**src/logic/mist_pkg.sv**
```systemverilog
package mist_pkg;

    // one download byte as it arrives over SPI
    typedef logic [7:0] byte_t;

    // one ROM buffer word
    // red in 11:8, green in 7:4, blue in 3:0, top nibble unused
    typedef logic [15:0] word_t;

    // a single colour channel
    typedef logic [3:0] color_t;

    // byte address on the ioctl side, same width as the MiST firmware uses
    typedef logic [21:0] ioaddr_t;

    // free running frame counter
    typedef logic [31:0] frame_t;

    // command byte that opens a ROM download frame
    localparam byte_t cmd_download = 8'h54;

endpackage

```
**src/logic/mist_core.sv**
```systemverilog
`timescale 1ns/1ps

module mist_core #(
    parameter int rom_aw   = 4,
    parameter int h_active = 16,
    parameter int h_total  = 32,
    parameter int v_active = 8,
    parameter int v_total  = 12
) (
    input  logic             clk27,
    input  logic             rst_n,
    input  logic             spi_sck,
    input  logic             spi_ss2,
    input  logic             spi_di,
    output logic             led,
    output logic             downloading,
    output logic             pxl_cen,
    output logic             hs,
    output logic             vs,
    output mist_pkg::color_t red,
    output mist_pkg::color_t green,
    output mist_pkg::color_t blue,
    output mist_pkg::frame_t frame_cnt
);

    logic              ioctl_wr;
    mist_pkg::ioaddr_t ioctl_addr;
    mist_pkg::byte_t   ioctl_data;
    logic [rom_aw-1:0] rd_addr;
    mist_pkg::word_t   rd_data;
    logic              busy;

    spi_ioctl_decode u_decode (
        .clk27       ( clk27       ),
        .rst_n       ( rst_n       ),
        .spi_sck     ( spi_sck     ),
        .spi_ss2     ( spi_ss2     ),
        .spi_di      ( spi_di      ),
        .downloading ( downloading ),
        .ioctl_wr    ( ioctl_wr    ),
        .ioctl_addr  ( ioctl_addr  ),
        .ioctl_data  ( ioctl_data  )
    );

    rom_loader #(
        .rom_aw      ( rom_aw      )
    ) u_loader (
        .clk27       ( clk27       ),
        .rst_n       ( rst_n       ),
        .downloading ( downloading ),
        .ioctl_wr    ( ioctl_wr    ),
        .ioctl_addr  ( ioctl_addr  ),
        .ioctl_data  ( ioctl_data  ),
        .rd_addr     ( rd_addr     ),
        .rd_data     ( rd_data     ),
        .busy        ( busy        )
    );

    video_scan #(
        .rom_aw      ( rom_aw      ),
        .h_active    ( h_active    ),
        .h_total     ( h_total     ),
        .v_active    ( v_active    ),
        .v_total     ( v_total     )
    ) u_scan (
        .clk27       ( clk27       ),
        .rst_n       ( rst_n       ),
        .busy        ( busy        ),
        .rd_data     ( rd_data     ),
        .rd_addr     ( rd_addr     ),
        .pxl_cen     ( pxl_cen     ),
        .hs          ( hs          ),
        .vs          ( vs          ),
        .red         ( red         ),
        .green       ( green       ),
        .blue        ( blue        ),
        .frame_cnt   ( frame_cnt   )
    );

    // led goes dark while the ROM is loading
    assign led = ~busy;

endmodule

```
**src/logic/rom_loader.sv**
```systemverilog
`timescale 1ns/1ps

module rom_loader #(
    parameter int rom_aw = 4
) (
    input  logic              clk27,
    input  logic              rst_n,
    input  logic              downloading,
    input  logic              ioctl_wr,
    input  mist_pkg::ioaddr_t ioctl_addr,
    input  mist_pkg::byte_t   ioctl_data,
    input  logic [rom_aw-1:0] rd_addr,
    output mist_pkg::word_t   rd_data,
    output logic              busy
);

    mist_pkg::word_t   mem [2**rom_aw];

    // low byte waiting for its partner
    mist_pkg::byte_t   lo_byte;
    logic [rom_aw-1:0] lo_addr;
    logic              lo_valid;

    logic              dl_last;
    logic              dl_fall;
    logic              pair_wr;
    logic              flush_wr;
    logic              mem_we;
    logic [rom_aw-1:0] wr_addr;
    mist_pkg::word_t   wr_word;

    assign dl_fall  = dl_last & ~downloading;
    assign pair_wr  = ioctl_wr & ioctl_addr[0];
    // odd length image, the last byte still sits in lo_byte
    assign flush_wr = dl_fall & lo_valid;
    assign mem_we   = pair_wr | flush_wr;

    assign wr_addr  = flush_wr ? lo_addr : ioctl_addr[rom_aw:1];
    assign wr_word  = flush_wr ? {8'h00, lo_byte} : {ioctl_data, lo_byte};

    // stays up for the flush cycle after downloading drops
    assign busy     = downloading | dl_last;

    always_ff @(posedge clk27) begin
        if (!rst_n) begin
            dl_last  <= 1'b0;
            lo_valid <= 1'b0;
        end else begin
            dl_last <= downloading;
            if (ioctl_wr && !ioctl_addr[0]) begin
                lo_valid <= 1'b1;
            end else if (mem_we) begin
                lo_valid <= 1'b0;
            end
        end
    end

    always_ff @(posedge clk27) begin
        if (ioctl_wr && !ioctl_addr[0]) begin
            lo_byte <= ioctl_data;
            lo_addr <= ioctl_addr[rom_aw:1];
        end
    end

    // buffer with one write port and a registered read port
    always_ff @(posedge clk27) begin
        if (mem_we) begin
            mem[wr_addr] <= wr_word;
        end
        rd_data <= mem[rd_addr];
    end

    a_write_when_busy: assert property (
        @(posedge clk27) disable iff (!rst_n) mem_we |-> busy
    );

endmodule

```
**src/logic/spi_ioctl_decode.sv**
```systemverilog
`timescale 1ns/1ps

module spi_ioctl_decode (
    input  logic              clk27,
    input  logic              rst_n,
    input  logic              spi_sck,
    input  logic              spi_ss2,
    input  logic              spi_di,
    output logic              downloading,
    output logic              ioctl_wr,
    output mist_pkg::ioaddr_t ioctl_addr,
    output mist_pkg::byte_t   ioctl_data
);

    typedef enum logic [1:0] {
        st_idle,
        st_command,
        st_data,
        st_ignore
    } spi_state_t;

    spi_state_t      state;

    // pin synchronizers, bit 1 is the usable copy
    logic [1:0]      sck_sync;
    logic [1:0]      ss_sync;
    logic [1:0]      di_sync;
    logic            sck_last;
    logic            sck_rise;

    logic [2:0]      bit_cnt;
    logic [6:0]      shift;
    mist_pkg::byte_t rx_byte;
    logic            byte_done;

    always_ff @(posedge clk27) begin
        if (!rst_n) begin
            sck_sync <= 2'b00;
            ss_sync  <= 2'b11;
            di_sync  <= 2'b00;
            sck_last <= 1'b0;
        end else begin
            sck_sync <= {sck_sync[0], spi_sck};
            ss_sync  <= {ss_sync[0], spi_ss2};
            di_sync  <= {di_sync[0], spi_di};
            sck_last <= sck_sync[1];
        end
    end

    assign sck_rise  = sck_sync[1] & ~sck_last;
    // byte as it stands once the current bit is taken in, msb first
    assign rx_byte   = {shift, di_sync[1]};
    assign byte_done = sck_rise && (bit_cnt == 3'd7) && (state != st_idle);

    // bit counter restarts whenever no frame is open
    always_ff @(posedge clk27) begin
        if (!rst_n) begin
            bit_cnt <= 3'd0;
        end else if (state == st_idle) begin
            bit_cnt <= 3'd0;
        end else if (sck_rise) begin
            bit_cnt <= bit_cnt + 3'd1;
        end
    end

    always_ff @(posedge clk27) begin
        if (sck_rise) begin
            shift <= rx_byte[6:0];
        end
        if (byte_done) begin
            ioctl_data <= rx_byte;
        end
    end

    always_ff @(posedge clk27) begin
        if (!rst_n) begin
            state       <= st_idle;
            downloading <= 1'b0;
            ioctl_wr    <= 1'b0;
            ioctl_addr  <= '0;
        end else begin
            ioctl_wr <= 1'b0;
            // address moves on once the write has been seen
            if (ioctl_wr) begin
                ioctl_addr <= ioctl_addr + 1'b1;
            end
            case (state)
                st_idle: begin
                    if (!ss_sync[1]) begin
                        state      <= st_command;
                        ioctl_addr <= '0;
                    end
                end
                st_command: begin
                    if (ss_sync[1]) begin
                        state <= st_idle;
                    end else if (byte_done) begin
                        if (rx_byte == mist_pkg::cmd_download) begin
                            state       <= st_data;
                            downloading <= 1'b1;
                        end else begin
                            state <= st_ignore;
                        end
                    end
                end
                st_data: begin
                    if (ss_sync[1]) begin
                        state       <= st_idle;
                        downloading <= 1'b0;
                    end else if (byte_done) begin
                        ioctl_wr <= 1'b1;
                    end
                end
                st_ignore: begin
                    // unknown command, wait for the frame to close
                    if (ss_sync[1]) begin
                        state <= st_idle;
                    end
                end
                default: state <= st_idle;
            endcase
        end
    end

    a_wr_in_download: assert property (
        @(posedge clk27) disable iff (!rst_n) ioctl_wr |-> downloading
    );

endmodule

```
**src/logic/video_scan.sv**
```systemverilog
`timescale 1ns/1ps

module video_scan #(
    parameter int rom_aw   = 4,
    parameter int h_active = 16,
    parameter int h_total  = 32,
    parameter int v_active = 8,
    parameter int v_total  = 12
) (
    input  logic              clk27,
    input  logic              rst_n,
    input  logic              busy,
    input  mist_pkg::word_t   rd_data,
    output logic [rom_aw-1:0] rd_addr,
    output logic              pxl_cen,
    output logic              hs,
    output logic              vs,
    output mist_pkg::color_t  red,
    output mist_pkg::color_t  green,
    output mist_pkg::color_t  blue,
    output mist_pkg::frame_t  frame_cnt
);

    localparam int h_fp = 4;
    localparam int h_sw = 4;
    localparam int v_fp = 1;
    localparam int v_sw = 2;

    localparam int hw = $clog2(h_total);
    localparam int vw = $clog2(v_total);

    localparam logic [hw-1:0] h_last   = hw'(h_total - 1);
    localparam logic [hw-1:0] h_act_n  = hw'(h_active);
    localparam logic [hw-1:0] hs_start = hw'(h_active + h_fp);
    localparam logic [hw-1:0] hs_end   = hw'(h_active + h_fp + h_sw);
    localparam logic [vw-1:0] v_last   = vw'(v_total - 1);
    localparam logic [vw-1:0] v_act_n  = vw'(v_active);
    localparam logic [vw-1:0] vs_start = vw'(v_active + v_fp);
    localparam logic [vw-1:0] vs_end   = vw'(v_active + v_fp + v_sw);

    logic [hw-1:0] h_cnt;
    logic [vw-1:0] v_cnt;
    logic          de_next;
    logic          hs_next;
    logic          vs_next;
    logic          de;

    // word for pixel h is requested in the cycle before its pxl_cen
    assign rd_addr = rom_aw'(h_cnt);

    assign de_next = (h_cnt < h_act_n) && (v_cnt < v_act_n);
    assign hs_next = (h_cnt >= hs_start) && (h_cnt < hs_end);
    assign vs_next = (v_cnt >= vs_start) && (v_cnt < vs_end);

    always_ff @(posedge clk27) begin
        if (!rst_n) begin
            pxl_cen   <= 1'b0;
            h_cnt     <= '0;
            v_cnt     <= '0;
            de        <= 1'b0;
            hs        <= 1'b0;
            vs        <= 1'b0;
            red       <= '0;
            green     <= '0;
            blue      <= '0;
            frame_cnt <= '0;
        end else begin
            pxl_cen <= ~pxl_cen;
            if (pxl_cen) begin
                if (h_cnt == h_last) begin
                    h_cnt <= '0;
                    v_cnt <= (v_cnt == v_last) ? '0 : v_cnt + 1'b1;
                end else begin
                    h_cnt <= h_cnt + 1'b1;
                end
                // all pixel outputs move together
                de <= de_next;
                hs <= hs_next;
                vs <= vs_next;
                if (de_next && !busy) begin
                    red   <= rd_data[11:8];
                    green <= rd_data[7:4];
                    blue  <= rd_data[3:0];
                end else begin
                    red   <= '0;
                    green <= '0;
                    blue  <= '0;
                end
                if (vs_next && !vs) begin
                    frame_cnt <= frame_cnt + 32'd1;
                end
            end
        end
    end

    a_sync_in_blank: assert property (
        @(posedge clk27) disable iff (!rst_n) de |-> (!hs && !vs)
    );

    a_black_in_blank: assert property (
        @(posedge clk27) disable iff (!rst_n) !de |-> ({red, green, blue} == '0)
    );

endmodule

```
**config.mk**
```make
export PLATFORM = sky130hd
export DESIGN_NAME = mist_core
export DESIGN_NICKNAME = d
export VERILOG_FILES = /design/src/logic/mist_pkg.sv /design/src/logic/mist_core.sv /design/src/logic/rom_loader.sv /design/src/logic/spi_ioctl_decode.sv /design/src/logic/video_scan.sv
export SDC_FILE = /design/constraint.sdc
export NUM_CORES = 1
export LEC_CHECK = 0
export BUFFER_PORTS_ARGS = -buffer_cell sky130_fd_sc_hd__clkbuf_2
export CAP_MARGIN = 25
export CORE_MARGIN = 5
export CORE_UTILIZATION = 50
export DETAILED_ROUTE_END_ITERATION = 8
export GPL_ROUTABILITY_DRIVEN = 0
export PLACE_DENSITY = 0.7
export SYNTH_ARGS = -nofsm -noshare
export SYNTH_HDL_FRONTEND = slang
export SYNTH_SLANG_ARGS = --single-unit
```
**constraint.sdc**
```tcl
create_clock -name clk27 -period 1.9 [get_ports clk27]
set_clock_uncertainty 0.15 [all_clocks]
set_input_delay 0.19 -clock clk27 [delete_from_list [all_inputs] [get_ports clk27]]
set_output_delay 0.19 -clock clk27 [all_outputs]
set_load 0.02 [all_outputs]
```
==> results of run 1 <==
-- layer usage --
layer	wire, um	track usage	vias to the layer above
li1	-	-	3236
met2	14100	0.352	204
met3	1310	0.0282	42
met1	11100	0.277	3703
met4	487	0.0423	0
met5	0	0	-
-- power by group through the flow --
| stage | clock, uW | sequential (uW) | combinational (uW) |
|---|---|---|---|
| 3_5_place_dp | 0 | 7360 | 563 |
| 3_3_place_gp | 0 | 7350 | 546 |
| 6_report | 6190 | 7210 | 578 |
| 5_1_grt | 6590 | 7220 | 622 |
| 2_1_floorplan | 0 | 7370 | 375 |
| 4_1_cts | 6290 | 7210 | 583 |
-- cell type report --
cell class,count,area [um^2]
sequential,308,8380
fill,1574,8200
multi-input combinational,374,3990
timing repair buffer,165,1450
clock buffer,40,810
tap,319,399
clock inverter,17,231
inverter,20,75.1
-- sequential cells by signal, summed over array words and instances (netlist names), 5 cells and up --
signal / count
u_loader.mem: 192
u_scan.frame_cnt: 32
u_loader.rd_data: 12
u_decode.ioctl_data: 8
u_loader.lo_byte: 8
u_decode.shift: 7
u_decode.ioctl_addr: 5
u_scan.h_cnt: 5
-- synth_stat cells, types with 7 or more instances --
master / count
sky130_fd_sc_hd__nor2_1: 41
sky130_fd_sc_hd__edfxtp_1: 219
sky130_fd_sc_hd__ha_1: 15
sky130_fd_sc_hd__and2_1: 13
sky130_fd_sc_hd__mux2i_1: 17
sky130_fd_sc_hd__o31ai_1: 9
sky130_fd_sc_hd__or3_1: 7
sky130_fd_sc_hd__mux4_2: 60
sky130_fd_sc_hd__nand4_1: 9
sky130_fd_sc_hd__inv_1: 19
sky130_fd_sc_hd__a22o_1: 12
sky130_fd_sc_hd__buf_2: 9
sky130_fd_sc_hd__clkbuf_1: 19
sky130_fd_sc_hd__nand3_1: 9
sky130_fd_sc_hd__nand2_1: 40
sky130_fd_sc_hd__a21oi_1: 22
sky130_fd_sc_hd__dfxtp_1: 89
sky130_fd_sc_hd__or4_1: 10
sky130_fd_sc_hd__nor4_1: 8
sky130_fd_sc_hd__nand2b_1: 18
sky130_fd_sc_hd__o21ai_0: 9
sky130_fd_sc_hd__a31oi_1: 8
-- worst max-delay path: stages (launching register included) --
cell                       delay [ns]
sky130_fd_sc_hd__dfxtp_1         0.30
sky130_fd_sc_hd__nand3b_1        0.23
sky130_fd_sc_hd__buf_4           0.20
sky130_fd_sc_hd__nor3b_2         0.16
sky130_fd_sc_hd__buf_4           0.14
sky130_fd_sc_hd__a41oi_4         0.05
sky130_fd_sc_hd__buf_6           0.19
sky130_fd_sc_hd__nor2_4          0.09
sky130_fd_sc_hd__buf_12          0.17
-- final timing paths --
path | start | to | cells after the start
worst max register to register | u_decode.downloading | u_loader.mem[6][5] | 8
worst max-delay path | u_decode.downloading | u_loader.mem[6][5] | 8
worst min register to register | u_decode.ss_sync[0] | u_decode.ss_sync[1] | 1
worst min-delay path | spi_ss2 | u_decode.ss_sync[0] | 3
-- timing repair --
item | in CTS | in global routing
hold endpoints to repair | 5 | 0
endpoints found under the setup margin | 231 | 243
resized for setup | 34 | 16
pin swaps | 15 | 13
buffers inserted | 14 | 1
hold buffers | 4 | 0
-- per-stage QoR --
step / cells / utilization / cell area, um^2 / hold WS [ns]
3_3_place_gp: 1166 / 0.586 / 13800 / 0.226
4_1_cts: 1242 / 0.648 / 15300 / 0.189
5_1_grt: 1243 / 0.652 / 15300 / 0.227
2_1_floorplan: 736 / - / 12400 / 0.141
6_report: 1243 / 0.652 / 15300 / 0.202
3_5_place_dp: 1167 / 0.586 / 13800 / 0.230
-- cells by family after synthesis --
logic type | after synthesis
flops | 308
buf+inv | 54
mux | 77
compound gates | 76
simple gates | 198
fa+ha+maj | 15
xor+xnor | 8
==> results by stage, run 1 <==
Layout:
- The layout cell share with drive strength beyond 1 is 0.390.
- 0 antenna diodes ended up in the layout.
- The net count of the finished layout is between 900 and 1k.
- The area growth from synthesis to layout is 27.7%.
- Leaving out fill and tap cells, the most frequent cells in the layout are sky130_fd_sc_hd__edfxtp_1 (219), sky130_fd_sc_hd__buf_4 (79), sky130_fd_sc_hd__dfxtp_1 (72).
- The most common cell after layout, fill and taps aside is sky130_fd_sc_hd__edfxtp_1.

Die:
- The horizontal extent of the die is 165 um.
- The initial core utilization is 0.510.
- The die is 165 um tall.
- The die covers approximately 0.027 mm^2.
- The placeable core region is 0.0235 mm^2.
- For this design the top-level I/O count stands at 54.
- The number of placement rows is 56.

Power and ir drop:
- Summing internal, switching and leakage power gives about 14000 uW.
- The power share of the clock group is 0.443.
- Of the total power, registers draw 0.516.
- In this run the power density over the cells is approximately 910 mW/mm^2.
- The share of total power in combinational logic is 0.041.
- The peak supply drop is 732 uV.
- Of the total power, the share spent switching nets is 0.201.
- Internal power comes to roughly 11000 uW.
- The net load switching power is approximately 2800 uW.
- The analysis attributes to cell leakage a power of 0.00526 uW.

STA:
- After routing, the total negative slack on setup checks comes to -4.51 ns.
- The part of the cycle the worst path needs is 1.04.
- The peak clock frequency supported by timing is approximately 0.50 GHz.
- The final count of pins violating max slew is 0.
- The pin slew with the least headroom to its limit is between 0.6 and 0.7 ns.
- Setup violations remaining at the end of the flow were counted as 104.
- The worst-case headroom to the max-slew limit is 0.593.
- The final hold violation count came to 0.
- Setup repair after global routing could not meet its margin everywhere.
- The time the final worst path needs with I/O delays and setup is roughly 2.0 ns.
- The minimum setup slack in the final design is -0.0839 ns.

Synthesis:
- Of the post-synthesis cell area, the dominant cell type holds 0.547.
- The most area-hungry cell type in the Yosys netlist is sky130_fd_sc_hd__edfxtp_1.
- The count of distinct cell types in the synthesized netlist is 53.
- When the netlist entered floorplanning its net count stood at between 700 and 800.
- After synthesis, the largest family of logic cells by area is multiplexers.
- Of all flip-flops after synthesis, the portion carrying an async set or reset was 0.
- The share of synthesized cell area in and, or, nand and nor gates is 0.0953.
- The number of flops mapped to enable cells by yosys is approximately 220.
- Ranked by total cell area, the synthesized netlist is headed by sky130_fd_sc_hd__edfxtp_1 (55%), sky130_fd_sc_hd__dfxtp_1 (15%), sky130_fd_sc_hd__mux4_2 (11%), sky130_fd_sc_hd__ha_1 (1.6%), sky130_fd_sc_hd__mux2i_1 (1.4%).
- The synthesis-stage register bit count is about 310.
- The post-synthesis mux area share is 0.127.
- The post-synthesis cell count is 736.
- The post-synthesis compound-gate area fraction is 0.0429.
- Of the total synthesized cell area, the portion taken by full adders, half adders and majority gates is 0.0156.
- The synthesized netlist occupies a cell area of approximately 0.012 mm^2.
- The synthesized area divided by synthesized cell count is approximately 16 um^2.
- Of the total synthesized cell area, the portion taken by XOR and XNOR cells is 0.00583.
- The sequential cell area fraction in the yosys report is 0.696.
- For this run, the leading register cell type out of synthesis is sky130_fd_sc_hd__edfxtp_1.
- The count of synthesis-stage warnings from yosys is 0.

Drt:
- The number of DRC violations after detailed-routing iteration 0 is 560.
- The post-detailed-routing wire length is 26900 um.
- The via-per-instance ratio is about 5.8.
- The residual DRC count is 0.
- In this run the remaining antenna-violating nets after routing total 0.
- The routed length per placed instance is approximately 22 um.
- The first detailed-routing pass took 5 iterations.
- The number of vias after detailed routing is 7185.

Global route:
- The aggregate global routing overflow is 0.
- Entering global routing, the biggest net connects between 40 and 50 pins.
- Across every metal layer, demand over resource in global routing totals 0.203.
- The number of antenna violations at the first check in global routing is 0.
- The number of global-route vias before repair is between 7k and 8k.
- The first global-routing pass estimated 42700 um of wire.

Clock network:
- The total number of H-tree levels is 1.
- Counting along the longest clock path gives a buffer depth of 3.
- The number of buffers added by the clock tree synthesis step is 31.
- TritonCTS built the clock tree.
- The number of clock sinks is a little over 300.
- The clock transition at the registers of the reported paths is ~0.060 ns.
- The root cell of the clock tree is sky130_fd_sc_hd__clkbuf_16.
- At the later pin of the worst-skew pair, clock insertion delay measures ~0.56 ns.

Placed design:
- Detailed placement finished with a half-perimeter wire length of around 17000 um.
- The number of I/O port buffers is 53.
- Prior to clock tree synthesis, the placed netlist has a worst setup slack of -0.221 ns.

Min path:
- The worst min-delay path category is in -> reg.

Run status:
- The checks that failed: setup timing.
- The flow ran to the end, but the final reports show violations.

Worst setup path:
- The maximum fanout encountered on the critical timing path is 12.
- STA classifies the critical path startpoint as a flop.
- The data required time at the worst endpoint is approximately 2 ns.
- Setup slack on the worst reg-to-reg path comes out at -0.08 ns.
- The worst setup path is of the reg -> reg kind.
- The worst setup path is captured at a flop.
- Data arrives at the worst endpoint at between 2 and 2.5 ns.

Flow run:
- The total of max-cap violations is 0.
Note: power is estimated with default switching activity, not from simulation.
==> inputs of run 2 (changes only) <==
--- a/config.mk
+++ b/config.mk
@@ -7,11 +7,10 @@
 export LEC_CHECK = 0
 export BUFFER_PORTS_ARGS = -buffer_cell sky130_fd_sc_hd__clkbuf_2
 export CAP_MARGIN = 25
-export CORE_MARGIN = 5
-export CORE_UTILIZATION = 50
+export CORE_UTILIZATION = 55
 export DETAILED_ROUTE_END_ITERATION = 8
 export GPL_ROUTABILITY_DRIVEN = 0
-export PLACE_DENSITY = 0.7
+export PLACE_DENSITY = 0.75
 export SYNTH_ARGS = -nofsm -noshare
 export SYNTH_HDL_FRONTEND = slang
 export SYNTH_SLANG_ARGS = --single-unit
==> run 2 against run 1 <==
Net effect: the run still ends with setup timing left; wire length up 29%; sequential power about the same; hold slack better by 0.019 ns; first-iteration DRC count increased by 84%; critical path depth shrank 2; via count up 13%; sequential share of layout area down 2.2 points; critical endpoint is now u_scan.frame_cnt[13].
==> results by stage, run 2 (synthesis results as in run 1) <==
Min path:
- The worst min-delay path category is in -> reg.

Placed design:
- The number of I/O port buffers is 53 (unchanged).
- The area after detailed placement is 0.0137 mm^2 (-0.69%).
- The placed wire-length estimate after detailed placement is 16500 um (-1.8%).
- The instance count after placement with tap cells included is 1126 (-3.5%).

Worst setup path:
- The largest stage delay on the critical path was 0.37 ns (+0.07 ns).
- The start of the worst register-to-register path is u_scan.v_cnt[0].
- The launching element type of the critical path is a flop.
- STA classifies the critical path endpoint as a flop.
- The capture point of the worst path is u_scan.frame_cnt[13].
- The worst reg-to-reg path cell count is 6 (-2).
- The critical path arrival is 2.41 ns (+0.31 ns).
- On the critical path, the stage with the largest delay is an instance of sky130_fd_sc_hd__dfxtp_4.
- The number of logic stages on the critical path including buffering is 6 (-2).
- The data required time at the worst endpoint is 2.21 ns (+0.20 ns).
- The slack of the worst reg-to-reg path came to -0.21 ns (-0.13 ns).
- The category of the most critical setup path is reg -> reg.
- In this run the worst setup path begins at u_scan.v_cnt[0].
- The buffers plus inverters on the worst setup path is 1 (-3).
- The kind of cell adding the most delay to the critical path is simple AND/OR/NAND/NOR gates.
- The maximum fanout encountered on the critical timing path is 7 (-5).
- The signal on the critical path passes through ha_4 -> and4bb_4 -> nand4_4 -> buf_4 -> or3_1 -> a21oi_2.
- The end of the worst register-to-register path is u_scan.frame_cnt[13].

Drt:
- The number of search-and-repair iterations in the first detailed-routing pass is 5 (unchanged).
- The routed length per placed instance was 28.2 um (+30%).
- The post-detailed-routing wire length came to 34700 um (+29%).
- The residual DRC count was 0 (unchanged).
- The number of nets with antenna violations after routing is 0 (unchanged).
- The number of DRC violations after detailed-routing iteration 0 came to 1028 (+84%).
- The number of vias after detailed routing is 8090 (+13%).
- The via-per-instance ratio is 6.58 (+14%).

Layout:
- The post-route standard cell area excluding fillers came to 0.0160 mm^2 (+4.2%).
- The register name with the most flops is u_loader.mem.
- The utilization after layout came to 0.754 (+0.102).
- The largest registers in the layout are u_loader.mem: 192 flops, u_scan.frame_cnt: 32 flops, u_loader.rd_data: 12 flops.
- Compared with the post-synthesis result, the final layout area differs by 33.1%.
- The antenna diode count came to 0 (unchanged).
- The non-filler instance count after layout is 1230 (-1.0%).
- The final net count is 951 (+3.4%).
- The most common cell after layout, fill and taps aside is sky130_fd_sc_hd__edfxtp_1.
- The library cells used most frequently in the layout, excluding fill and tap cells, are sky130_fd_sc_hd__edfxtp_1 (219), sky130_fd_sc_hd__buf_4 (85), sky130_fd_sc_hd__dfxtp_1 (70).
- The number of filler cells placed in the layout came to 1107 (-30%).
- The flip-flop count of the largest register after layout is 192 (unchanged).
- The layout cell share with drive strength beyond 1 is 0.436 (+0.0460).

STA:
- The part of the cycle the worst path needs is 1.11 (+0.0660).
- The final hold violation count is 0 (unchanged).
- The minimum setup slack in the final design came to -0.209 ns (-0.125 ns).
- The setup-violating endpoint count in the final report is 111 (+6.7%).
- The time the final worst path needs with I/O delays and setup is 2.11 ns (+0.125 ns).
- The pin slew with the least headroom to its limit is 0.589 ns (-0.0211 ns).
- The worst-case headroom to the max-slew limit is 0.608 (+0.0141).
- The peak clock frequency supported by timing is 0.474 GHz (-5.9%).
- Setup repair after global routing could not meet its margin everywhere.
- The final count of pins violating max slew was 0 (unchanged).

Die:
- The full die area is 0.0224 mm^2 (-18%).
- The horizontal extent of the die is 150 um (-9.2%).
- The number of placement rows is 53 (-5.4%).
- The initial core utilization was 0.566 (+0.0559).
- The die height is 150 um (-9.2%).
- The placeable core region is 0.0212 mm^2 (-9.9%).
- The count of pins on the block boundary is 54 (unchanged).

Run status:
- The final reports fail on setup timing.
- The flow ran to the end, but the final reports show violations.

Clock network:
- The cell sitting at the root of the clock tree is a sky130_fd_sc_hd__clkbuf_16.
- The number of buffers added by the clock tree synthesis step is 30 (-3.2%).
- The clock insertion delay at the later pin of the skew report is 0.55 ns (about the same).
- The clock transition at the registers of the reported paths is 0.07 ns (about the same).
- TritonCTS built the clock tree.
- The total number of H-tree levels is 1 (unchanged).
- The number of clock sinks is 308 (unchanged).
- The worst-case clock buffer depth was 3 (unchanged).

Power and ir drop:
- The power share of the clock group is 0.451 (+0.008).
- The internal portion of total power is 11400 uW (+1.9%).
- The switching share of power was 0.207 (+0.00533).
- The peak supply drop is 635 uV (-13%).
- The net load switching power is 2960 uW (+5.3%).
- The share of total power in combinational logic is 0.047 (+0.006).
- The standby leakage power was 0.00564 uW (+7.2%).
- The share of power burned in registers came to 0.503 (-0.013).
- The ratio of total power to cell area is 897 mW/mm^2 (-1.5%).

Global route:
- The overall global routing resource usage is 0.288 (+0.0845).
- The global-route wire length before repair was 47000 um (+10%).
- The number of global-route vias before repair is 7720 (+2.0%).
- The largest net degree at the start of global routing is 39 (-19%).
- The aggregate global routing overflow was 0 (unchanged).
- The number of antenna violations at the first check in global routing is 0 (unchanged).

Flow run:
- The total of max-cap violations is 0 (unchanged).
==> run 2: cell types whose count changed in the layout (fill, tap and decap cells not counted), sizes merged <==
cell | before | now
clkbuf | 93 | 95
inv | 22 | 21
buf | 108 | 136
clkinvlp | 2 | 1
bufinv | 5 | 6
nand4 | 12 | 13
clkinv | 8 | 9
==> run 2: worst min-delay path by stage <==
stage,slack [ns],startpoint,depth (start not counted),end
6_report,0.22,spi_ss2,3,u_decode.ss_sync[0]
5_1_grt,0.23,spi_ss2,3,u_decode.ss_sync[0]
4_1_cts,0.22,spi_ss2,3,u_decode.ss_sync[0]
3_5_place_dp,0.23,spi_ss2,2,u_decode.ss_sync[0]
3_3_place_gp,0.23,spi_ss2,2,u_decode.ss_sync[0]
2_1_floorplan,0.14,spi_ss2,1,u_decode.ss_sync[0]
==> run 2: what timing repair did <==
action,4_1_cts,5_1_grt
setup endpoints to repair,233,181
hold buffers,4,0
resized for setup,70,59
cloned,5,2
endpoints found under the hold margin,5,0
buffers inserted,27,12
pin swaps,16,21
==> run 2: stage by stage <==
stage	hold WS, ns	TNS [ns]	total power [uW]	setup WS (ns)
6_report	0.221	-6.10	14300	-0.209
5_1_grt	0.234	-12.47	14700	-0.248
4_1_cts	0.220	-2.35	14300	-0.127
3_5_place_dp	0.230	-22.24	7910	-0.262
3_3_place_gp	0.234	-15.40	7900	-0.155
2_1_floorplan	0.141	-0.00365	7750	-0.00365
==> run 2: power by group through the flow <==
stage | combinational (uW) | clock, uW | sequential, uW
after global routing | 705 | 6750 | 7210
final | 669 | 6460 | 7210
after global placement | 542 | 0 | 7350
after detailed placement | 558 | 0 | 7360
after floorplan | 375 | 0 | 7370
after CTS | 655 | 6440 | 7210
==> run 2: final cells by class <==
cell class | count | area, um^2 | share of cell area
Sequential cell | 308 | 8390 | 0.525
Multi-Input combinational cell | 375 | 4260 | 0.267
Clock inverter | 17 | 240 | 0.0150
Inverter | 20 | 75.1 | 0.00469
Clock buffer | 39 | 826 | 0.0516
Timing Repair Buffer | 196 | 1850 | 0.116
Tap cell | 275 | 344 | 0.0215
==> run 2: tightest hold or removal path: cells and delay by family <==
kind	cells	cell delay, ns
buf+inv	2	0.62
simple gates	1	0.08
==> run 2: metal layers <==
metal	track usage	vias to the layer above	share of wire
li1	-	3299	-
met1	0.391	4119	0.37
met2	0.480	544	0.50
met3	0.0466	128	0.091
met4	0.0854	0	0.046
met5	0	-	0
==> inputs of run 3 (changes only) <==
--- a/config.mk
+++ b/config.mk
@@ -10,6 +10,7 @@
 export CORE_UTILIZATION = 55
 export DETAILED_ROUTE_END_ITERATION = 8
 export GPL_ROUTABILITY_DRIVEN = 0
+export GPL_TIMING_DRIVEN = 1
 export PLACE_DENSITY = 0.75
 export SYNTH_ARGS = -nofsm -noshare
 export SYNTH_HDL_FRONTEND = slang
==> constraint.sdc (replaced) <==
create_clock -name clk27 -period 1.9 [get_ports clk27]
set_clock_uncertainty 0.15 [all_clocks]
set_input_delay 0.095 -clock clk27 [delete_from_list [all_inputs] [get_ports clk27]]
set_output_delay 0.095 -clock clk27 [all_outputs]
set_load 0.02 [all_outputs]
==> run 3 against run 2 <==
Net effect: the run still ends with setup timing left; via count fell by 0.30%; critical path depth did not move; core utilization about the same; register-to-register slack about the same.
==> results by stage, run 3 (synthesis results as in run 1) <==
Run status:
- The run finished, with violations left.
- The final reports fail on setup timing.

Worst setup path:
- On the critical path the largest part of the delay comes from simple AND/OR/NAND/NOR gates.
- The cell type of the slowest stage on the worst timing path is sky130_fd_sc_hd__dfxtp_4.
- The type of destination of the critical path is a flop.
- The largest stage delay on the critical path came to 0.36 ns (about the same).
- The data required time at the worst endpoint is 2.21 ns (about the same).
- The critical path is of the reg -> reg type.
- The critical path arrival is 2.41 ns (about the same).
- The start of the worst register-to-register path is u_scan.v_cnt[0].
- The slack of the worst reg-to-reg path was -0.21 ns (about the same).
- The worst reg-to-reg path cell count is 6 (unchanged).
- The worst setup path is launched from a flop.
- Traced cell by cell, the critical path runs through ha_4 -> and4bb_4 -> nand4_4 -> buf_4 -> or3_1 -> a21oi_2.
- The end of the worst register-to-register path is u_scan.frame_cnt[13].
- The buffers plus inverters on the worst setup path is 1 (unchanged).
- The maximum fanout encountered on the critical timing path is 7 (unchanged).

Die:
- The number of placement rows is 53 (unchanged).
- The initial core utilization is 0.566 (unchanged).
- The count of pins on the block boundary is 54 (unchanged).
- The placeable core region is 0.0212 mm^2 (unchanged).
- The die height was 150 um (unchanged).
- The full die area is 0.0224 mm^2 (unchanged).
- The horizontal extent of the die is 150 um (unchanged).

Global route:
- The aggregate global routing overflow was 0 (unchanged).
- The global-route wire length before repair was 47000 um (about the same).
- The number of antenna violations at the first check in global routing came to 0 (unchanged).
- The number of global-route vias before repair is 7721 (+0.013%).
- The largest net degree at the start of global routing came to 39 (unchanged).
- The overall global routing resource usage is 0.288 (about the same).

Min path:
- The startpoint of the most critical hold path is spi_sck.
- The cell depth of the worst hold path is 3 (unchanged).
- The end point of the worst hold path is u_decode.sck_sync[0].
- The path class of the tightest hold or removal check is in -> reg.

STA:
- The setup-violating endpoint count in the final report was 113 (+1.8%).
- The pin slew with the least headroom to its limit is 0.575 ns (-0.0142 ns).
- The final hold violation count came to 0 (unchanged).
- The part of the cycle the worst path needs is 1.11 (-0.00194).
- The total negative setup slack is -5.51 ns (+0.594 ns).
- Setup repair after global routing could not meet its margin everywhere.
- The peak clock frequency supported by timing was 0.475 GHz (+0.17%).
- The worst-case headroom to the max-slew limit is 0.617 (+0.00947).
- The minimum setup slack in the final design is -0.206 ns (+0.00368 ns).
- The worst-case hold slack is 0.141 ns (-0.0800 ns).
- The time the final worst path needs with I/O delays and setup was 2.11 ns (-0.00368 ns).
- The final count of pins violating max slew was 0 (unchanged).

Drt:
- The routed length per placed instance is 28.1 um (-0.49%).
- The via-per-instance ratio is 6.55 (-0.38%).
- The post-detailed-routing wire length is 34500 um (-0.41%).
- The number of vias after detailed routing is 8066 (-0.30%).
- The number of search-and-repair iterations in the first detailed-routing pass is 5 (unchanged).
- The number of nets with antenna violations after routing is 0 (unchanged).
- The residual DRC count is 0 (unchanged).
- The number of DRC violations after detailed-routing iteration 0 came to 1030 (+0.19%).

Layout:
- The antenna diode count is 0 (unchanged).
- The register name with the most flops is u_loader.mem.
- The most common cell after layout, fill and taps aside is sky130_fd_sc_hd__edfxtp_1.
- The library cells used most frequently in the layout, excluding fill and tap cells, are sky130_fd_sc_hd__edfxtp_1 (219), sky130_fd_sc_hd__buf_4 (85), sky130_fd_sc_hd__dfxtp_1 (70).
- The final net count was 952 (+0.11%).
- The number of filler cells placed in the layout is 1107 (unchanged).
- The layout cell share with drive strength beyond 1 was 0.435 (-0.000456).
- The flip-flop count of the largest register after layout is 192 (unchanged).
- The largest registers in the layout are u_loader.mem: 192 flops, u_scan.frame_cnt: 32 flops, u_loader.rd_data: 12 flops.
- The area growth from synthesis to final layout is 33.2% (about the same).

Power and ir drop:
- The standby leakage power is 0.00564 uW (about the same).
- The peak supply drop is 640 uV (+0.79%).
- The ratio of total power to cell area is 897 mW/mm^2 (about the same).

Clock network:
- The worst-case clock buffer depth was 3 (unchanged).
- The number of clock sinks is 308 (unchanged).
- TritonCTS built the clock tree.
- The total number of H-tree levels is 1 (unchanged).
- The root cell of the clock tree is sky130_fd_sc_hd__clkbuf_16.
- The number of buffers added by the clock tree synthesis step came to 30 (unchanged).
- The clock transition at the registers of the reported paths was 0.06 ns (about the same).
- The clock insertion delay at the later pin of the skew report was 0.55 ns (about the same).

Placed design:
- The placed wire-length estimate after detailed placement is 16500 um (unchanged).
- The number of I/O port buffers is 53 (unchanged).

Flow run:
- The total of max-cap violations is 0 (unchanged).
## run 3: cell count changes in the layout (fill, tap and decap cells not counted)
cell,delta
sky130_fd_sc_hd__dlygate4sd3_1,+1
## run 3: report_power, final
| group | leakage (uW) | internal [uW] | switching [uW] |
|---|---|---|---|
| registers | 0.00270 | 7160 | 47.9 |
| logic | 0.00243 | 338 | 332 |
| clock network | 0.000519 | 3880 | 2580 |
| total | 0.00564 | 11400 | 2960 |
## run 3: final cells by class
class	instances	area, um^2	share of cell area
clock buffers	39	826	0.0516
clock inverters	17	240	0.0150
inverters	20	75.1	0.00469
multi-input cells	375	4260	0.266
flip-flops and latches	308	8390	0.524
well taps	275	344	0.0215
repair buffers	197	1860	0.116
## run 3: through the flow
step	power, uW	setup slack (ns)	instances	utilization	cell area (um^2)
final	14300	-0.206	1231	0.754	16000
after global routing	14700	-0.248	1231	0.754	16000
after CTS	14300	-0.127	1219	0.735	15600
after floorplan	7750	-0.00365	736	-	12400
after detailed placement	7910	-0.262	1126	0.646	13700
after global placement	7900	-0.155	1126	0.646	13700
## run 3: what timing repair did
item                                    CTS  global route
hold buffers                              5             0
pin swaps                                16            21
endpoints found under the setup margin  232           182
gates resized for setup                  69            60
hold endpoints to repair                 31             0
gates cloned                              5             2
buffers inserted                         27            12
## run 3: worst max-delay path by stage
stage                               from              endpoint  cells after the start
floorplan                u_scan.h_cnt[2]       u_scan.v_cnt[0]                      8
global placement    u_decode.downloading    u_loader.mem[4][1]                      6
detailed placement       u_scan.v_cnt[1]  u_scan.frame_cnt[20]                      6
CTS                      u_scan.h_cnt[0]   u_loader.rd_data[2]                      5
global route             u_scan.v_cnt[0]  u_scan.frame_cnt[13]                      6
finish                   u_scan.v_cnt[0]  u_scan.frame_cnt[13]                      6
## run 3: worst register-to-register path, stage by stage (launching register included)
cell	delay, ns
sky130_fd_sc_hd__dfxtp_4	0.36
sky130_fd_sc_hd__ha_4	0.16
sky130_fd_sc_hd__and4bb_4	0.34
sky130_fd_sc_hd__nand4_4	0.20
sky130_fd_sc_hd__buf_4	0.24
sky130_fd_sc_hd__or3_1	0.34
sky130_fd_sc_hd__a21oi_2	0.22
## run 3: layer usage
layer	vias up	wire (um)	GRT usage
met5	-	0	0
met4	0	1660	0.0854
met3	133	2950	0.0466
met2	516	17100	0.480
met1	4115	12800	0.391
li1	3302	-	-
